## config.mk

```make
export PLATFORM = sky130hd
export DESIGN_NAME = merge_result
export DESIGN_NICKNAME = d
export VERILOG_FILES = /design/src/logic/merge_pkg.sv /design/src/logic/lane_fifo.sv /design/src/logic/merge_result.sv
export SDC_FILE = /design/constraint.sdc
export NUM_CORES = 2
export LEC_CHECK = 0
export BUFFER_PORTS_ARGS = -buffer_cell sky130_fd_sc_hd__buf_4
export CORE_MARGIN = 2
export CORE_UTILIZATION = 61
export DETAILED_ROUTE_END_ITERATION = 12
export PLACE_DENSITY = 0.75
export SYNTH_ARGS = -nofsm -noshare
export SYNTH_HDL_FRONTEND = slang
export SYNTH_SLANG_ARGS = --single-unit
```

## constraint.sdc

```tcl
create_clock -name ap_clk -period 14.22 [get_ports ap_clk]
set_input_delay 1.422 -clock ap_clk [delete_from_list [all_inputs] [get_ports ap_clk]]
set_output_delay 1.422 -clock ap_clk [all_outputs]
set_load 0.05 [all_outputs]
```

## src/logic/merge_pkg.sv

```systemverilog
// Packet, configuration and control state types shared by the merge data generator
`default_nettype none

package merge_pkg;

    // --------------------
    // Packet geometry
    // --------------------
    parameter int num_fields = 4;
    parameter int field_w    = 32;
    parameter int meta_w     = 16;

    // Mask vectors are sized to this upper bound on lanes
    parameter int max_lanes = 4;

    // --------------------
    // Engine packet
    // --------------------
    typedef struct packed {
        logic [meta_w-1:0]                  meta;
        logic [num_fields-1:0][field_w-1:0] field;
    } packet_payload_t;

    typedef struct packed {
        logic            valid;
        packet_payload_t payload;
    } engine_packet_t;

    // --------------------
    // Configuration
    // --------------------
    // Bit j set means lane j feeds field j
    typedef struct packed {
        logic                 valid;
        logic [max_lanes-1:0] mask;
    } merge_config_t;

    // --------------------
    // Control states
    // --------------------
    typedef enum logic [2:0] {
        merge_reset        = 3'd0,
        merge_idle         = 3'd1,
        merge_setup_wait   = 3'd2,
        merge_setup_trans  = 3'd3,
        merge_setup_config = 3'd4,
        merge_start        = 3'd5,
        merge_run          = 3'd6
    } merge_state_t;

endpackage

`default_nettype wire

```

## src/logic/lane_fifo.sv

```systemverilog
// Synchronous circular buffer FIFO with prog_full and an optional first-word-fall-through read
`default_nettype none

module lane_fifo #(
    parameter int data_w      = 8,
    parameter int depth       = 16,
    parameter int prog_thresh = 8,
    parameter bit fwft        = 1'b0
) (
    input  logic              ap_clk,
    input  logic              areset_generator,
    input  logic [data_w-1:0] din,
    input  logic              wr_en,
    input  logic              rd_en,
    output logic [data_w-1:0] dout,
    output logic              valid,
    output logic              empty,
    output logic              full,
    output logic              prog_full
);

    localparam int addr_w  = (depth > 1) ? $clog2(depth) : 1;
    localparam int count_w = $clog2(depth + 1);

    logic [data_w-1:0]  mem [depth];
    logic [addr_w-1:0]  wr_ptr;
    logic [addr_w-1:0]  rd_ptr;
    logic [count_w-1:0] count;
    logic               push;
    logic               pop;

    // Requests beyond the limits are dropped
    assign push = wr_en & ~full;
    assign pop  = rd_en & ~empty;

    assign empty     = (count == '0);
    assign full      = (count == count_w'(depth));
    assign prog_full = (count >= count_w'(prog_thresh));

    // --------------------
    // Pointers and occupancy
    // --------------------
    always_ff @(posedge ap_clk) begin
        if (areset_generator) begin
            wr_ptr <= '0;
            rd_ptr <= '0;
            count  <= '0;
        end else begin
            if (push) begin
                wr_ptr <= (wr_ptr == addr_w'(depth - 1)) ? '0 : wr_ptr + 1'b1;
            end
            if (pop) begin
                rd_ptr <= (rd_ptr == addr_w'(depth - 1)) ? '0 : rd_ptr + 1'b1;
            end
            case ({push, pop})
                2'b10:   count <= count + 1'b1;
                2'b01:   count <= count - 1'b1;
                default: count <= count;
            endcase
        end
    end

    always_ff @(posedge ap_clk) begin
        if (push) begin
            mem[wr_ptr] <= din;
        end
    end

    // --------------------
    // Read port
    // --------------------
    generate
        if (fwft) begin : g_fwft
            // Head entry is always visible
            assign dout  = mem[rd_ptr];
            assign valid = ~empty;
        end else begin : g_std
            logic [data_w-1:0] dout_q;
            logic              valid_q;

            always_ff @(posedge ap_clk) begin
                if (pop) begin
                    dout_q <= mem[rd_ptr];
                end
                if (areset_generator) begin
                    valid_q <= 1'b0;
                end else begin
                    valid_q <= pop;
                end
            end

            assign dout  = dout_q;
            assign valid = valid_q;
        end
    endgenerate

endmodule

`default_nettype wire

```

## src/logic/merge_result.sv

```systemverilog
// Output FIFO, downstream pop, output register and done tracking
`default_nettype none

module merge_result #(
    parameter int fifo_depth  = 16,
    parameter int prog_thresh = 8
) (
    input  logic                      ap_clk,
    input  logic                      areset_generator,
    input  merge_pkg::engine_packet_t merged,
    input  logic                      request_enable,
    input  logic                      lanes_empty,
    input  logic                      configured,
    output merge_pkg::engine_packet_t request_out,
    output logic                      out_prog_full,
    output logic                      request_prog_full,
    output logic                      done
);

    merge_pkg::packet_payload_t out_dout;
    logic                       out_rd_en;
    logic                       out_valid;
    logic                       out_empty;
    logic                       out_full;

    lane_fifo #(
        .data_w     ($bits(merge_pkg::packet_payload_t)),
        .depth      (fifo_depth),
        .prog_thresh(prog_thresh),
        .fwft       (1'b1)
    ) u_out_fifo (
        .ap_clk          (ap_clk),
        .areset_generator(areset_generator),
        .din             (merged.payload),
        .wr_en           (merged.valid),
        .rd_en           (out_rd_en),
        .dout            (out_dout),
        .valid           (out_valid),
        .empty           (out_empty),
        .full            (out_full),
        .prog_full       (out_prog_full)
    );

    // Drain while downstream allows
    assign out_rd_en = out_valid & request_enable;

    // --------------------
    // Output register
    // --------------------
    always_ff @(posedge ap_clk) begin
        request_out.payload <= out_dout;
        if (areset_generator) begin
            request_out.valid <= 1'b0;
            request_prog_full <= 1'b0;
            done              <= 1'b0;
        end else begin
            request_out.valid <= out_rd_en;
            request_prog_full <= out_prog_full;
            done              <= configured & lanes_empty & out_empty;
        end
    end

    // Execute stalls on prog_full well before the FIFO fills
    assert property (@(posedge ap_clk) disable iff (areset_generator)
        merged.valid |-> !out_full)
        else $error("write into full output FIFO");

endmodule

`default_nettype wire

```

==> metrics.txt <==
CTS resizes 0; Worst Hold Path Cells 2; reg-to-reg slack, setup 9.33 ns; RePlAce Congestion 0.736; number of synthesized register bits 2464; cell family with most CP delay buffers and inverters; Worst EP arrival roughly 5.3 ns; Pwr per Cell Area 176 nW/um2; CP Depth 7; CP max FO 45; reg2reg start u_out_fifo.count[1]; vias per cell around 6.6; crit path time final between 4 and 5 ns; outcome finished, final reports clean; clock latency on the worst-skew pair roughly 0.86 ns; Port Buf Inserts ~300; FMAX between 200 and 250 MHz; Clock power frac 33.4%; first-pass GRT wire length between 200000 and 300000 um; largest net degree at the start of global routing between 150 and 200; Worst path max stage delay around 0.8 ns; Synth Instances ~3500; CTS root buf clkbuf_16; LEAKAGE 31.7 nW; EDFF count, synth roughly 2300; crit share post-route approximately a third; Layout Utilization 69.4%; Layout Cells excl Fill 6035; Synth cell types 34; Setup CP Type reg2reg; total negative setup slack 0 ns; 1st-pass router iterations 7; CP Launch Type flop; CP max-delay cell buf_4; Die Height ~390 um; Max Root-Sink Buffers 3; CP endpoint kind flop; grt ovf 0; antenna violation net count after detailed routing 0; worst path bufs/invs 3; # H-tree levels 4; cells along the critical path or4_1 -> o21a_1 -> nand2_1 -> nor2_4 -> buf_4 -> buf_4 -> buf_4; Nets between 4000 and 5000; share of layout cells above drive strength 1 between 30% and 40%; P&R area growth vs syn 13.3%; DPL Wire Length slightly below 100000 um; dominant synthesized flop cell edfxtp_1; TritonCTS Buffers 232; DP Cell Count around 5600; Max Slew Vio Count 0; DR DRC count 0; Iter 0 DRT Violations approximately 4300; switch share about a quarter; register area share after synthesis about four fifths; antenna violations before repair 28; Synth async-reset ratio 0%; Worst VDD drop 0.187 mV; Comb pwr share about a fifth; CTS tree done; Synth Warn # 0; clock net sink count 2464; RSZ-0062 raised after global routing false; Die Area 151000 um2; Std-Cell Rows between 100 and 150; Worst Hold Path EP u_out_fifo.count[2]; Synth Area per Inst 26.1 um2; mapped cell area approximately 90000 um2; Net Sw Power roughly 4.7 mW; Clk pin slew, worst setup/hold paths 0.06 ns; cell depth of the worst flop-to-flop path 7; # IOs a little under 300; clk_skew about 0.034 ns; worst slew pin tran between 1 and 1.5 ns; Setup WS post-layout about 9.3 ns; post-CTS setup buffers 0; Worst Hold Class reg2reg; final-report hold violation count 0; Initial Utilization around three fifths; vias in the first global route between 40000 and 50000; Crit path top cell by count buf_4; core region area between 100000 and 150000 um2; CTS Hold Bufs 0; Wirelength per Cell about 33 um; GRT Total Usage between 20% and 30%; r2r endpoint u_out_fifo.mem[13][63]; number of max-cap violations 0; Reg power frac 47.5%; WL final ~200000 um; Post-Syn Nets 3613; Pint approximately 13 mW; vias roughly 40000; post-place setup slack 8.46 ns; # setup viols final 0; CP Data Required Time 14.67 ns; max_slew headroom between 20 and 25%; Die X approximately 390 um; Worst Min Path Start u_out_fifo.count[2]
## metal layers
layer / up-vias / track usage [%] / wire, um
met2: 1921 / 44.1 / 102000
li1: 15900 / - / -
met3: 335 / 5.84 / 16100
met4: 36 / 7.84 / 5140
met1: 21500 / 35.9 / 73200
met5: - / 0 / 223
## registers in the layout, indices dropped and copies added (netlist names)
signal / count
done: 1
request_out: 145
request_prog_full: 1
u_out_fifo.count: 5
u_out_fifo.mem: 2304
u_out_fifo.rd_ptr: 4
u_out_fifo.wr_ptr: 4
## tightest hold or removal path: cells and delay by family (launching register included)
| kind | cells | cell delay (ns) |
|---|---|---|
| AOI/OAI and AO/OA | 2 | 0.17 |
| DFF | 1 | 0.38 |
## cell type report
class	instances	area, um2
Multi-Input combinational cell	815	16900
Fill cell	8509	45100
Tap cell	1930	2410
Timing Repair Buffer	372	2860
Sequential cell	2464	72400
Clock buffer	310	6330
Antenna cell	7	17.5
Clock inverter	131	1120
Inverter	6	22.5
## synthesized netlist by cell type (all sizes together) (2+ instances only)
library cell,n,area share [%]
edfxtp,2304,77
xor2,5,0.049
dfxtp,160,3.6
o211ai,2,0.017
buf,94,0.65
a41oi,2,0.019
nand2,9,0.037
nor2b,3,0.021
a31oi,3,0.021
mux4,720,18
mux2i,3,0.033
mux2,2,0.025
a21oi,7,0.039
inv,6,0.025
nand2b,2,0.014
o21ai,5,0.028
nor2,26,0.11
clkbuf,76,0.32
ha,8,0.11
nor3,7,0.039
## logic make-up after synthesis
logic type	share of synthesized area [%]
multiplexers	18.1
AND/OR/NAND/NOR	0.265
adder cells (fa/ha/maj)	0.111
flip-flops	80.4
AO/OA/AOI/OAI	0.165
XOR/XNOR	0.0486
buffers and inverters	0.993
## how the worst max path moves through the flow
stage / start / end / slack [ns]
floorplan: merged[144] / u_out_fifo.mem[0][0] / 1.75
global placement: merged[144] / u_out_fifo.mem[12][75] / 8.49
detailed placement: merged[144] / u_out_fifo.mem[12][76] / 8.46
CTS: u_out_fifo.count[1] / u_out_fifo.mem[13][63] / 9.24
global route: u_out_fifo.count[2] / u_out_fifo.mem[13][63] / 9.05
finish: u_out_fifo.count[1] / u_out_fifo.mem[13][63] / 9.33
## cells in the final DEF (no fill, tap or decap), types with 6 or more instances in the layout
cell type,netlist,layout
clkbuf_1,76,56
nor2_1,26,14
clkinv_1,0,42
clkbuf_16,0,233
clkinv_2,0,52
edfxtp_1,2304,2304
mux4_2,720,720
bufinv_16,0,14
buf_4,0,367
dfxtp_1,160,156
inv_6,0,8
nand2_1,9,9
clkbuf_8,0,21
nor2_4,0,12
ha_1,8,8
a21oi_1,7,7
diode_2,0,7
inv_1,6,6
## metrics by stage
stage          cell area (um2)  total power [mW]  hold slack [ns]
2_1_floorplan            90100              11.2            0.537
3_3_place_gp             94600              12.1            0.544
3_5_place_dp             94600              12.1            0.582
4_1_cts                 102000              18.1            0.600
5_1_grt                 102000              18.5            0.648
6_report                102000              17.9            0.598
## power groups by stage
stage	combinational (mW)	sequential, mW	clock [mW]
after floorplan	1.94	9.25	0
final	3.42	8.52	6.00
after CTS	3.48	8.52	6.09
after detailed placement	3.44	8.67	0
after global routing	3.60	8.54	6.35
after global placement	3.42	8.66	0
(Power assumes the default switching activity.)
