===== config.mk =====
export PLATFORM = sky130hd
export DESIGN_NAME = merge_config_decode
export DESIGN_NICKNAME = d
export VERILOG_FILES = /design/src/logic/merge_pkg.sv /design/src/logic/merge_config_decode.sv
export SDC_FILE = /design/constraint.sdc
export NUM_CORES = 1
export LEC_CHECK = 0
export BUFFER_PORTS_ARGS = -buffer_cell sky130_fd_sc_hd__buf_4
export CORE_AREA = 2 2 39 41
export DETAILED_ROUTE_END_ITERATION = 16
export DIE_AREA = 0 0 41 43
export GPL_TIMING_DRIVEN = 1
export PLACE_DENSITY = 0.53
export SYNTH_ARGS = -nofsm -noshare
export SYNTH_HDL_FRONTEND = slang
export SYNTH_SLANG_ARGS = --single-unit

===== constraint.sdc =====
create_clock -name ap_clk -period 1 [get_ports ap_clk]
set_input_delay 0.05 -clock ap_clk [delete_from_list [all_inputs] [get_ports ap_clk]]
set_output_delay 0.05 -clock ap_clk [all_outputs]
set_load 0.02 [all_outputs]

===== src/logic/merge_pkg.sv =====
// Packet, configuration and control state types shared by the merge data generator
`default_nettype none

package merge_pkg;

    // --------------------
    // Packet geometry
    // --------------------
    parameter int num_fields = 4;
    parameter int field_w    = 32;
    parameter int meta_w     = 16;

    // Mask vectors are sized to this upper bound on lanes
    parameter int max_lanes = 4;

    // --------------------
    // Engine packet
    // --------------------
    typedef struct packed {
        logic [meta_w-1:0]                  meta;
        logic [num_fields-1:0][field_w-1:0] field;
    } packet_payload_t;

    typedef struct packed {
        logic            valid;
        packet_payload_t payload;
    } engine_packet_t;

    // --------------------
    // Configuration
    // --------------------
    // Bit j set means lane j feeds field j
    typedef struct packed {
        logic                 valid;
        logic [max_lanes-1:0] mask;
    } merge_config_t;

    // --------------------
    // Control states
    // --------------------
    typedef enum logic [2:0] {
        merge_reset        = 3'd0,
        merge_idle         = 3'd1,
        merge_setup_wait   = 3'd2,
        merge_setup_trans  = 3'd3,
        merge_setup_config = 3'd4,
        merge_start        = 3'd5,
        merge_run          = 3'd6
    } merge_state_t;

endpackage

`default_nettype wire


===== src/logic/merge_config_decode.sv =====
// Control FSM for start, configuration request and merge mask latch
`default_nettype none

module merge_config_decode #(
    parameter int num_lanes = 4
) (
    input  logic                     ap_clk,
    input  logic                     areset_generator,
    input  logic                     start,
    input  logic                     config_enable,
    input  merge_pkg::merge_config_t config_in,
    output logic                     config_setup,
    output logic [num_lanes-1:0]     mask,
    output logic                     mask_valid,
    output logic                     configured
);

    merge_pkg::merge_state_t current_state;
    merge_pkg::merge_state_t next_state;
    logic [num_lanes-1:0]    mask_next;

    // --------------------
    // State register
    // --------------------
    always_ff @(posedge ap_clk) begin
        if (areset_generator) begin
            current_state <= merge_pkg::merge_reset;
        end else begin
            current_state <= next_state;
        end
    end

    always_comb begin
        next_state = current_state;
        case (current_state)
            merge_pkg::merge_reset: begin
                next_state = merge_pkg::merge_idle;
            end
            merge_pkg::merge_idle: begin
                if (start) begin
                    next_state = merge_pkg::merge_setup_wait;
                end
            end
            merge_pkg::merge_setup_wait: begin
                // Config source ready
                if (config_enable) begin
                    next_state = merge_pkg::merge_setup_trans;
                end
            end
            merge_pkg::merge_setup_trans: begin
                next_state = merge_pkg::merge_setup_config;
            end
            merge_pkg::merge_setup_config: begin
                if (config_in.valid) begin
                    next_state = merge_pkg::merge_start;
                end
            end
            merge_pkg::merge_start: begin
                next_state = merge_pkg::merge_run;
            end
            merge_pkg::merge_run: begin
                // One job per reset
                next_state = merge_pkg::merge_run;
            end
            default: begin
                next_state = merge_pkg::merge_reset;
            end
        endcase
    end

    // --------------------
    // Outputs
    // --------------------
    always_ff @(posedge ap_clk) begin
        if (areset_generator) begin
            config_setup <= 1'b0;
            mask_valid   <= 1'b0;
        end else begin
            config_setup <= (current_state == merge_pkg::merge_setup_trans);
            mask_valid   <= (current_state == merge_pkg::merge_start) ||
                            (current_state == merge_pkg::merge_run);
        end
    end

    // Lane 0 carries the metadata and is always merged
    assign mask_next = config_in.mask[num_lanes-1:0] | num_lanes'(1);

    always_ff @(posedge ap_clk) begin
        if ((current_state == merge_pkg::merge_setup_config) && config_in.valid) begin
            mask <= mask_next;
        end
    end

    assign configured = (current_state == merge_pkg::merge_start) ||
                        (current_state == merge_pkg::merge_run);

    // Setup request is a single pulse per job
    assert property (@(posedge ap_clk) disable iff (areset_generator)
        config_setup |=> !config_setup)
        else $error("config_setup held for more than one cycle");

    assert property (@(posedge ap_clk) disable iff (areset_generator)
        mask_valid |-> mask[0])
        else $error("mask valid without lane 0");

endmodule

`default_nettype wire


==> results.yml, run 1 <==
outcome:
  run_status: "finished, violations left"
  violations: "setup timing"
die:
  floorplan.initialDensity_pct: 22.33
  fp.dieW_um: 41
  floorplan.die.height_um: 43
  die_area_sq_um: 1763
  std_cell_rows: 14
  io-pin-count: 16
  coreArea_sq_um: 1384
clocking:
  cts.reportedPaths.clkPinSlew_ns: 0.06
  cts_buffers: 3
  htree_num_levels: 1
  insertion_delay_ns: 0.25
  tritoncts_num_sinks: 8
  clockBufferDepth: 2
  clk_root_buffer_cell: "sky130_fd_sc_hd__clkbuf_4"
  clock_tree_from_tritoncts: "built"
critical_path:
  r2r.worst_path.cells: 2
  arrival_ns: 1.06
  cp-start-kind: "register"
  rr_startpoint: "current_state[1]$_SDFFE_PP0P_"
  r2r_setup_slack_ns: -0.03
  crit_fanout: 4
  r2r-end: "mask[2]$_DFFE_PP_"
  critPathCaptureType: "primary output"
  path_class: "register to primary output"
  critical_path_required_ns: 0.95
finish:
  fillCellCount: 134
  final_layout_size_suffix_gt1_share_pct: 56.00
  num-nets-final: 60
  post-route-cell-area_sq_um: 555.5
  layout_common_cells: "sky130_fd_sc_hd__buf_4 (14), sky130_fd_sc_hd__dlygate4sd3_1 (4), sky130_fd_sc_hd__clkbuf_4 (3), sky130_fd_sc_hd__edfxtp_1 (3)"
  area_growth_from_synthesis_to_final_layout_pct: 79.76
  post-route-util_pct: 40.14
  most_frequent_standard_cell_in_the_layout_excluding_fill_and_tap_cells: "sky130_fd_sc_hd__buf_4"
  antenna-diode-count: 0
yosys:
  synth.net_count: 36
  yosys_cell_types: 17
  synth_cells: 27
  synth_async_sr_flop_share_pct: 0
  ff_latch_count_synth: 8
  synth-edff-count: 3
  synthesized_area_per_cell_sq_um: 11.45
  synth_area_sq_um: 309.0
  postSynth.topFlopCell: "sky130_fd_sc_hd__dfxtp_1"
  ys_warnings: 0
  seq_area_frac_synth_pct: 61.54
worst_hold_path:
  hold_path.class: "primary input to register"
  timing.hold.worst.start: "start"
  whs_path_depth: 3
  min_delay_worst_endpoint: "current_state[0]$_SDFFE_PP0P_"
route:
  drc: 0
  routed_wirelength_um: 624
  first_iter_violations: 5
  drt-pass1-iter-count: 3
  ant_nets: 0
  via_count: 267
  detail_route.wl_per_cell_um: 9.455
  post_drt_via_cell_ratio: 4.045
global_routing:
  globalRouteTotalUtil_pct: 8.797
  grt_first_pass_wirelength_um: 959
  vias_in_the_first_global_route: 257
  grt_max_degree: 6
  remaining_overflow_grt: 0
  antenna_found_initial: 0
timing:
  fmax_mhz: 901.2
  min_period_over_period_pct: 111.0
  slew_viol_final: 0
  timing.clock.skew_ns: 0.007519
  rsz_0062_raised_after_global_routing: "true"
  setup-violations-final: 4
  final.setup.worst_slack_ns: -0.1097
  finalHoldViolations: 0
  final.min_clock_period_ns: 1.110
power_and_ir_drop:
  total_power_mw: 0.7679
  power.clock.fraction_pct: 34.4
  power-per-cell-area_nw_per_um2: 1382
  p_comb_share_pct: 17.5
  power.ir.vdd_worst_v: 0.0006373
  pwr-share-seq_pct: 48.0
  netSwitchingPower_mw: 0.1761
  power_leakage_nw: 0.2496
  power.switching_fraction_pct: 22.93
  power.internal_mw: 0.5918
place:
  globalplace.congestion: 0.6843
  detailedPlacementHpwl_um: 445.1
  buffer_ports.inserted: 13
  post_dp_cell_area_sq_um: 452.9
flow_run:
  timing.max_cap.violations: 0
==> critical path: stages, from the launching register on <==
cell and delay, ns:
sky130_fd_sc_hd__dfxtp_2 0.34, sky130_fd_sc_hd__nor2b_4 0.13, sky130_fd_sc_hd__o21a_2 0.21, sky130_fd_sc_hd__buf_6 0.13
==> power groups by stage <==
stage                     clock, mW  combinational, mW  sequential [mW]
final                         0.264              0.135            0.369
after global routing          0.289              0.148            0.371
after CTS                     0.275              0.136            0.368
after detailed placement          0             0.0988            0.374
after global placement            0             0.0990            0.374
after floorplan                   0             0.0531            0.376
==> cell families (layout without fill, tap and decap cells) <==
kind of cell              count (synthesis)  count (layout)  share of synthesized area, %
buffers and inverters                     1              24                         2.430
xor gates and xnor gates                  1               1                         2.835
AOI/OAI and AO/OA                         5               5                         11.74
other                                     1               1                         1.213
DFF                                       8               8                         61.54
and+or+nand+nor                          11              11                         20.24
==> cell type report <==
class                      instances  area [sq um]  share of cell area [%]
sequential                         8         196.4                   35.36
timing repair buffer              20         167.7                   30.18
multi-input combinational         18         145.1                   26.13
clock buffer                       4         26.28                   4.730
tap                               16         20.02                   3.604
==> worst max-delay path by stage <==
stage / from / endpoint / slack [ns]
after floorplan: current_state[0]$_SDFFE_PP0P_ / mask_valid$_SDFF_PP0_ / -0.01
after global placement: current_state[0]$_SDFFE_PP0P_ / mask_valid$_SDFF_PP0_ / -0.02
after detailed placement: current_state[1]$_SDFFE_PP0P_ / mask[2]$_DFFE_PP_ / -0.03
after CTS: current_state[1]$_SDFFE_PP0P_ / configured / -0.12
after global routing: current_state[1]$_SDFFE_PP0P_ / configured / -0.15
final: current_state[1]$_SDFFE_PP0P_ / configured / -0.11
==> through the flow <==
step | TNS, ns | instances | setup slack (ns) | hold slack [ns]
floorplan | -0.01491 | 27 | -0.01491 | 0.1191
global placement | -0.05771 | 57 | -0.01695 | 0.2335
detailed placement | -0.08974 | 57 | -0.02993 | 0.2338
CTS | -0.2344 | 66 | -0.1235 | 0.06267
global route | -0.3231 | 66 | -0.1490 | 0.08688
finish | -0.1901 | 66 | -0.1097 | 0.07435
==> cells in the mapped netlist, types with 2 or more instances <==
master | instances | area share (%)
sky130_fd_sc_hd__dfxtp_1 | 5 | 32
sky130_fd_sc_hd__edfxtp_1 | 3 | 29
sky130_fd_sc_hd__a21oi_1 | 2 | 3.2
sky130_fd_sc_hd__nand2b_1 | 2 | 4.0
sky130_fd_sc_hd__nor2_1 | 2 | 2.4
sky130_fd_sc_hd__nor2b_1 | 2 | 4.0
==> flip-flops by register name, summed over array words and instances (netlist names) <==
signal         cells
mask               3
mask_valid         1
current_state      3
config_setup       1
==> metal layers <==
layer	global-route usage, %	routed length (um)	vias up
li1	-	-	136
met1	9.868	280	119
met2	12.19	296	10
met3	3.141	42	2
met4	8.000	5	0
met5	0	0	-
==> timing repair <==
| item | in CTS | in global routing |
|---|---|---|
| pin swaps | 2 | 0 |
| setup buffers | 1 | 0 |
| endpoints found under the setup margin | 5 | 4 |
| hold endpoints to repair | 7 | 0 |
| hold buffers | 4 | 0 |
| gates resized for setup | 9 | 1 |
(Power assumes the default switching activity.)
==> run 2: changes to the inputs <==
Settings changed: ABC_AREA from default to 1, CTS_CLUSTER_DIAMETER from default to 60, PLACE_DENSITY 0.53 to 0.55.
==> run 2 against run 1 <==
Net effect: the run still ends with setup timing left; wire length is 42% higher; combinational power rose to 4.2 times the previous value; total power is 70% higher; critical path depth fell by 1; clock-buffer cell count is the same; sequential share of layout area decreased by 4.8 points; register-to-register slack worse by 0.12 ns; synthesized area rose by 8.5%; clock skew about the same; maximum frequency shrank 3.6%; flip-flop and latch count is the same; via count grew 37%; largest power group is now combinational logic.
==> results.yml, run 2 <==
clocking:
  clock_tree_from_tritoncts: "built"
  htree_num_levels: 1
  clockBufferDepth: 2
  clk_root_buffer_cell: "sky130_fd_sc_hd__clkbuf_4"
  insertion_delay_ns: 0.26
  cts.reportedPaths.clkPinSlew_ns: 0.06
  tritoncts_num_sinks: 8
  cts_buffers: 3
die:
  floorplan.initialDensity_pct: 24.23
  floorplan.die.height_um: 43
  die_area_sq_um: 1763
  io-pin-count: 16
  std_cell_rows: 14
  coreArea_sq_um: 1384
  fp.dieW_um: 41
power_and_ir_drop:
  total_power_mw: 1.303
  pwr-share-seq_pct: 36.4
  power.internal_mw: 0.8347
  power.ir.vdd_worst_v: 0.0008749
  p_comb_share_pct: 43.1
  netSwitchingPower_mw: 0.4678
  power.switching_fraction_pct: 35.92
  power_leakage_nw: 0.3095
  power.clock.fraction_pct: 20.5
  power-per-cell-area_nw_per_um2: 1998
global_routing:
  remaining_overflow_grt: 0
  grt_first_pass_wirelength_um: 1235
  globalRouteTotalUtil_pct: 10.70
  vias_in_the_first_global_route: 339
  grt_most_used_layer: "met2"
  antenna_found_initial: 0
  met2_usage_pct: 18.13
  grt_util_met1_pct: 9.804
  global_route.usage.met3_pct: 9.424
  grt_max_degree: 6
yosys:
  synth_xor_area_share_pct: 0
  synth_top_cells_by_count: "sky130_fd_sc_hd__nand2_1 (9), sky130_fd_sc_hd__nor2_1 (8), sky130_fd_sc_hd__inv_1 (7)"
  synth_top_family_by_area: "simple AND/OR/NAND/NOR gates"
  synthesized_area_per_cell_sq_um: 7.984
  multiplexer_share_of_the_synthesized_area_pct: 0
  post_synth_and_or_nand_nor_area_fraction_pct: 25.37
  postSynth.topFlopCell: "sky130_fd_sc_hd__dfxtp_1"
  post-synth-top-count-cell: "sky130_fd_sc_hd__nand2_1"
  synth_top_area_cell: "sky130_fd_sc_hd__dfxtp_1"
  ys_warnings: 0
  ys_top_cells_by_area: "sky130_fd_sc_hd__dfxtp_1 (30%), sky130_fd_sc_hd__edfxtp_1 (27%), sky130_fd_sc_hd__nand2_1 (10%)"
  post_synth_fa_ha_maj_area_fraction_pct: 0
  synth_compound_area_share_pct: 6.716
  synth_top_area_share_pct: 29.85
  synth_cells: 42
  ff_latch_count_synth: 8
  synth.net_count: 51
  yosys_cell_types: 12
  synth-edff-count: 3
  synth_area_sq_um: 335.3
  seq_area_frac_synth_pct: 56.72
  synth_async_sr_flop_share_pct: 0
outcome:
  run_status: "finished, violations left"
  violations: "setup timing"
timing:
  timing.clock.skew_ns: 0.008000
  slew_viol_final: 0
  fmax_mhz: 869.1
  min_period_over_period_pct: 115.1
  finalHoldViolations: 0
  final.setup.worst_slack_ns: -0.1507
  final.min_clock_period_ns: 1.151
  rsz_0062_raised_after_global_routing: "true"
  final.setup.tns_ns: -0.6379
  setup-violations-final: 5
  fin_hold_ws_ns: 0.2614
place:
  dp_worst_setup_slack_ns: -0.08219
  post_dp_cell_area_sq_um: 494.2
  buffer_ports.inserted: 13
  detailedPlacementHpwl_um: 516
  globalplace.congestion: 0.7936
finish:
  post-route-cell-area_sq_um: 651.9
  antenna-diode-count: 0
  final_layout_size_suffix_gt1_share_pct: 55.71
  area_growth_from_synthesis_to_final_layout_pct: 94.40
  layout_common_cells: "sky130_fd_sc_hd__buf_4 (19), sky130_fd_sc_hd__nand2_1 (7), sky130_fd_sc_hd__inv_1 (4), sky130_fd_sc_hd__nor2_1 (4), sky130_fd_sc_hd__dlygate4sd3_1 (4)"
  most_frequent_standard_cell_in_the_layout_excluding_fill_and_tap_cells: "sky130_fd_sc_hd__buf_4"
  num-nets-final: 80
  largest_registers: "current_state: 3 flops, mask: 3 flops"
route:
  drt-pass1-iter-count: 4
  via_count: 366
  first_iter_violations: 11
  detail_route.wl_per_cell_um: 10.31
  routed_wirelength_um: 887
  ant_nets: 0
  drc: 0
  post_drt_via_cell_ratio: 4.256
critical_path:
  crit_fanout: 4
  r2r_setup_slack_ns: -0.15
  arrival_ns: 1.09
  cp-start-kind: "register"
  critical_path_required_ns: 0.94
  critPathCaptureType: "register"
  path_class: "register to register"
flow_run:
  timing.max_cap.violations: 0
worst_hold_path:
  hold_path.class: "primary input to register"
run 2: cell count changes after synthesis, sizes merged, moves of 2 or more:
cell	delta
inv	+7
nand2	+8
nand2b	-2
nand3	+3
nor2	+6
nor2b	-2
o21ai	+2
run 2: per-layer routing:
metal  wire, um  up-vias  share of wire [%]
met2        460       21                 52
met5          0        -                  0
met4          0        0                  0
met1        338      159                 38
met3         88        0                9.9
li1           -      186                  -
run 2: worst paths after layout:
| check | depth (start not counted) | to | start |
|---|---|---|---|
| worst max register to register | 2 | mask[1]$_DFFE_PP_ | current_state[0]$_SDFFE_PP0P_ |
| worst min register to register | 3 | config_setup$_SDFF_PP0_ | current_state[2]$_SDFFE_PP0P_ |
| worst max-delay path | 2 | mask[1]$_DFFE_PP_ | current_state[0]$_SDFFE_PP0P_ |
| worst min-delay path | 6 | current_state[1]$_SDFFE_PP0P_ | config_in[4] |
run 2: critical path: stages (launching register included):
cell,delay (ns)
sky130_fd_sc_hd__dfxtp_4,0.36
sky130_fd_sc_hd__buf_4,0.14
sky130_fd_sc_hd__nor4_4,0.33
run 2: metrics by stage:
step	cells	util [%]
global route	86	47.11
detailed placement	74	35.71
finish	86	47.11
floorplan	42	-
CTS	85	43.58
global placement	74	35.71
run 2: logic make-up after synthesis:
family,count (synthesis)
compound gates,4
buf+inv,8
flops,8
other cells,1
simple gates,21
run 2: final cells by class:
type                       count  area [sq um]
clock buffer                   4         26.28
fill                         132         732.0
inverter                       7         31.28
multi-input combinational     26         170.2
sequential                     8         198.9
tap                           16         20.02
timing repair buffer          25         205.2
run 2: what timing repair did:
item                                   CTS  global route
pin swaps                                1             2
endpoints found under the hold margin    5             0
hold buffers                             4             0
gates resized for setup                 10            13
setup endpoints to repair                6             7
buffers inserted                         3             1
run 2: power by group through the flow:
stage,Clock (mW),Combinational [mW],Sequential [mW]
CTS,0.277,0.453,0.450
floorplan,0,0.198,0.455
detailed placement,0,0.339,0.449
global placement,0,0.337,0.449
finish,0.268,0.561,0.474
global route,0.310,0.616,0.480
==> run 3: changes to the inputs <==
Settings changed: RECOVER_POWER from default to 100, REMOVE_ABC_BUFFERS from default to 1.
==> run 3 against run 2 <==
Net effect: the flow still finishes with violations (setup timing); worst hold slack worse by 0.063 ns; non-clock buffer count is 1 higher; via count is 3.0% lower; clock skew is 0.0020 ns lower; register-to-register slack worse by 0.04 ns; critical path depth is 4 higher; wire length is 2.0% lower; final area is 11% lower; clock power hardly changed; setup slack worse by 0.076 ns; highest routed layer is now met4; die area stayed put.
==> results.yml, run 3 (synthesis gave the netlist of run 2 again) <==
clocking:
  insertion_delay_ns: 0.26
  cts_buffers: 3
  clk_root_buffer_cell: "sky130_fd_sc_hd__clkbuf_4"
  tritoncts_num_sinks: 8
  cts.reportedPaths.clkPinSlew_ns: 0.06
  clockBufferDepth: 2
  clock_tree_from_tritoncts: "built"
  htree_num_levels: 1
critical_path:
  critical_path_depth_in_cells: 6
  worstSetupStartpoint: "current_state[0]$_SDFFE_PP0P_"
  crit_fanout: 4
  path_class: "register to primary output"
  critPathTopFamily: "flip-flops"
  r2r_setup_slack_ns: -0.19
  cell_breakdown_of_the_critical_path: "nand2_2 -> inv_2 -> nor2_2 -> inv_1 -> nor2_1 -> buf_4"
  r2r-end: "mask[1]$_DFFE_PP_"
  critPathCaptureType: "primary output"
  cp-start-kind: "register"
  critical_path_required_ns: 0.95
  cell_with_the_largest_stage_delay_on_the_worst_path: "sky130_fd_sc_hd__dfxtp_2"
  cp_slowest_stage_delay_ns: 0.35
  r2r.worst_path.cells: 3
  timing.critical_path.to: "configured"
  rr_startpoint: "current_state[1]$_SDFFE_PP0P_"
  crit_buf_inv: 3
  arrival_ns: 1.18
route:
  drc: 0
  ant_nets: 0
  detail_route.wl_per_cell_um: 9.989
  drt-pass1-iter-count: 4
  routed_wirelength_um: 869
  first_iter_violations: 5
  via_count: 355
  post_drt_via_cell_ratio: 4.080
timing:
  slew_viol_final: 0
  timing.clock.skew_ns: 0.005975
  setup-violations-final: 5
  final.setup.worst_slack_ns: -0.2272
  fmax_mhz: 814.9
  min_period_over_period_pct: 122.7
  rsz_0062_raised_after_global_routing: "true"
  final.min_clock_period_ns: 1.227
  finalHoldViolations: 0
  fin_hold_ws_ns: 0.1980
finish:
  area_growth_from_synthesis_to_final_layout_pct: 73.51
  layout_common_cells: "sky130_fd_sc_hd__buf_4 (13), sky130_fd_sc_hd__nand2_1 (8)"
  final_layout_size_suffix_gt1_share_pct: 39.44
  finalNonFillerCells: 87
  num-nets-final: 81
  most_frequent_standard_cell_in_the_layout_excluding_fill_and_tap_cells: "sky130_fd_sc_hd__buf_4"
  largest_registers: "current_state: 3 flops, mask: 3 flops"
  antenna-diode-count: 0
power_and_ir_drop:
  power.clock.fraction_pct: 23.3
  netSwitchingPower_mw: 0.3884
  power_leakage_nw: 0.2801
  power-per-cell-area_nw_per_um2: 1984
  power.switching_fraction_pct: 33.65
  power.internal_mw: 0.7657
  power.ir.vdd_worst_v: 0.0006883
  pwr-share-seq_pct: 38.9
  p_comb_share_pct: 37.8
die:
  std_cell_rows: 14
  coreArea_sq_um: 1384
  floorplan.die.height_um: 43
  fp.dieW_um: 41
  floorplan.initialDensity_pct: 24.23
  io-pin-count: 16
  die_area_sq_um: 1763
global_routing:
  grt_first_pass_wirelength_um: 1124
  antenna_found_initial: 0
  remaining_overflow_grt: 0
  vias_in_the_first_global_route: 290
  grt_max_degree: 7
  globalRouteTotalUtil_pct: 9.990
outcome:
  violations: "setup timing"
  run_status: "finished, violations left"
place:
  placed_cells: 76
  buffer_ports.inserted: 13
  detailedPlacementHpwl_um: 543.9
  globalplace.congestion: 0.7785
worst_hold_path:
  hold_path.class: "primary input to register"
flow_run:
  timing.max_cap.violations: 0
==> run 3: changes by cell type in the layout (fill, tap and decap cells not counted), moves of 3 or more <==
| cell | before | now |
|---|---|---|
| sky130_fd_sc_hd__nor2_4 | 3 | 0 |
| sky130_fd_sc_hd__clkbuf_4 | 3 | 6 |
| sky130_fd_sc_hd__buf_4 | 19 | 13 |
| sky130_fd_sc_hd__clkbuf_1 | 1 | 6 |
==> run 3: repair_timing <==
action,4_1_cts,5_1_grt
pin swaps,0,3
setup buffers,0,3
hold buffers,4,0
gates resized for setup,4,6
cloned,0,0
setup endpoints to repair,6,6
endpoints found under the hold margin,5,0
==> run 3: worst reg2reg max path, cell delays in order (launching register included) <==
cell	delay, ns
sky130_fd_sc_hd__dfxtp_4	0.36
sky130_fd_sc_hd__buf_4	0.13
sky130_fd_sc_hd__nor4_2	0.25
sky130_fd_sc_hd__buf_4	0.16
==> run 3: cell type report <==
cell class	count	area (sq um)
well taps	16	20.02
clock buffers	4	26.28
inverters	7	26.28
flip-flops and latches	8	195.2
fillers	141	802.0
multi-input cells	26	130.1
repair buffers	26	183.9
==> run 3: worst min path at each step <==
stage,startpoint,to,slack [ns],cells past startpoint
6_report,config_in[4],current_state[1]$_SDFFE_PP0P_,0.20,6
3_5_place_dp,areset_generator,config_setup$_SDFF_PP0_,0.23,2
2_1_floorplan,areset_generator,config_setup$_SDFF_PP0_,0.12,1
3_3_place_gp,config_in[1],mask[1]$_DFFE_PP_,0.23,1
4_1_cts,config_in[4],current_state[1]$_SDFFE_PP0P_,0.22,6
5_1_grt,config_in[4],current_state[0]$_SDFFE_PP0P_,0.24,5
==> run 3: routing by layer <==
metal	share of wire [%]	up-vias	track usage (%)
met3	8.2	2	4.712
li1	-	186	-
met2	48	13	14.69
met4	2.2	0	8.000
met5	0	-	0
met1	41	154	10.13
==> run 3: power by group through the flow <==
stage | clock network (mW) | logic [mW] | registers [mW]
detailed placement | 0 | 0.336 | 0.429
global placement | 0 | 0.341 | 0.428
floorplan | 0 | 0.181 | 0.437
CTS | 0.276 | 0.364 | 0.434
finish | 0.269 | 0.436 | 0.449
global route | 0.290 | 0.478 | 0.453
==> run 3: per-stage QoR <==
step / power (mW) / setup WS, ns / cell area, sq um / util [%] / TNS, ns
floorplan: 0.6184 / -0.1909 / 327.8 / - / -0.5728
global placement: 0.7694 / -0.06718 / 490.5 / 35.44 / -0.2863
detailed placement: 0.7654 / -0.07127 / 490.5 / 35.44 / -0.2897
CTS: 1.074 / -0.1867 / 564.3 / 40.78 / -0.4074
global route: 1.221 / -0.2690 / 581.8 / 42.04 / -1.143
finish: 1.154 / -0.2272 / 581.8 / 42.04 / -0.8343
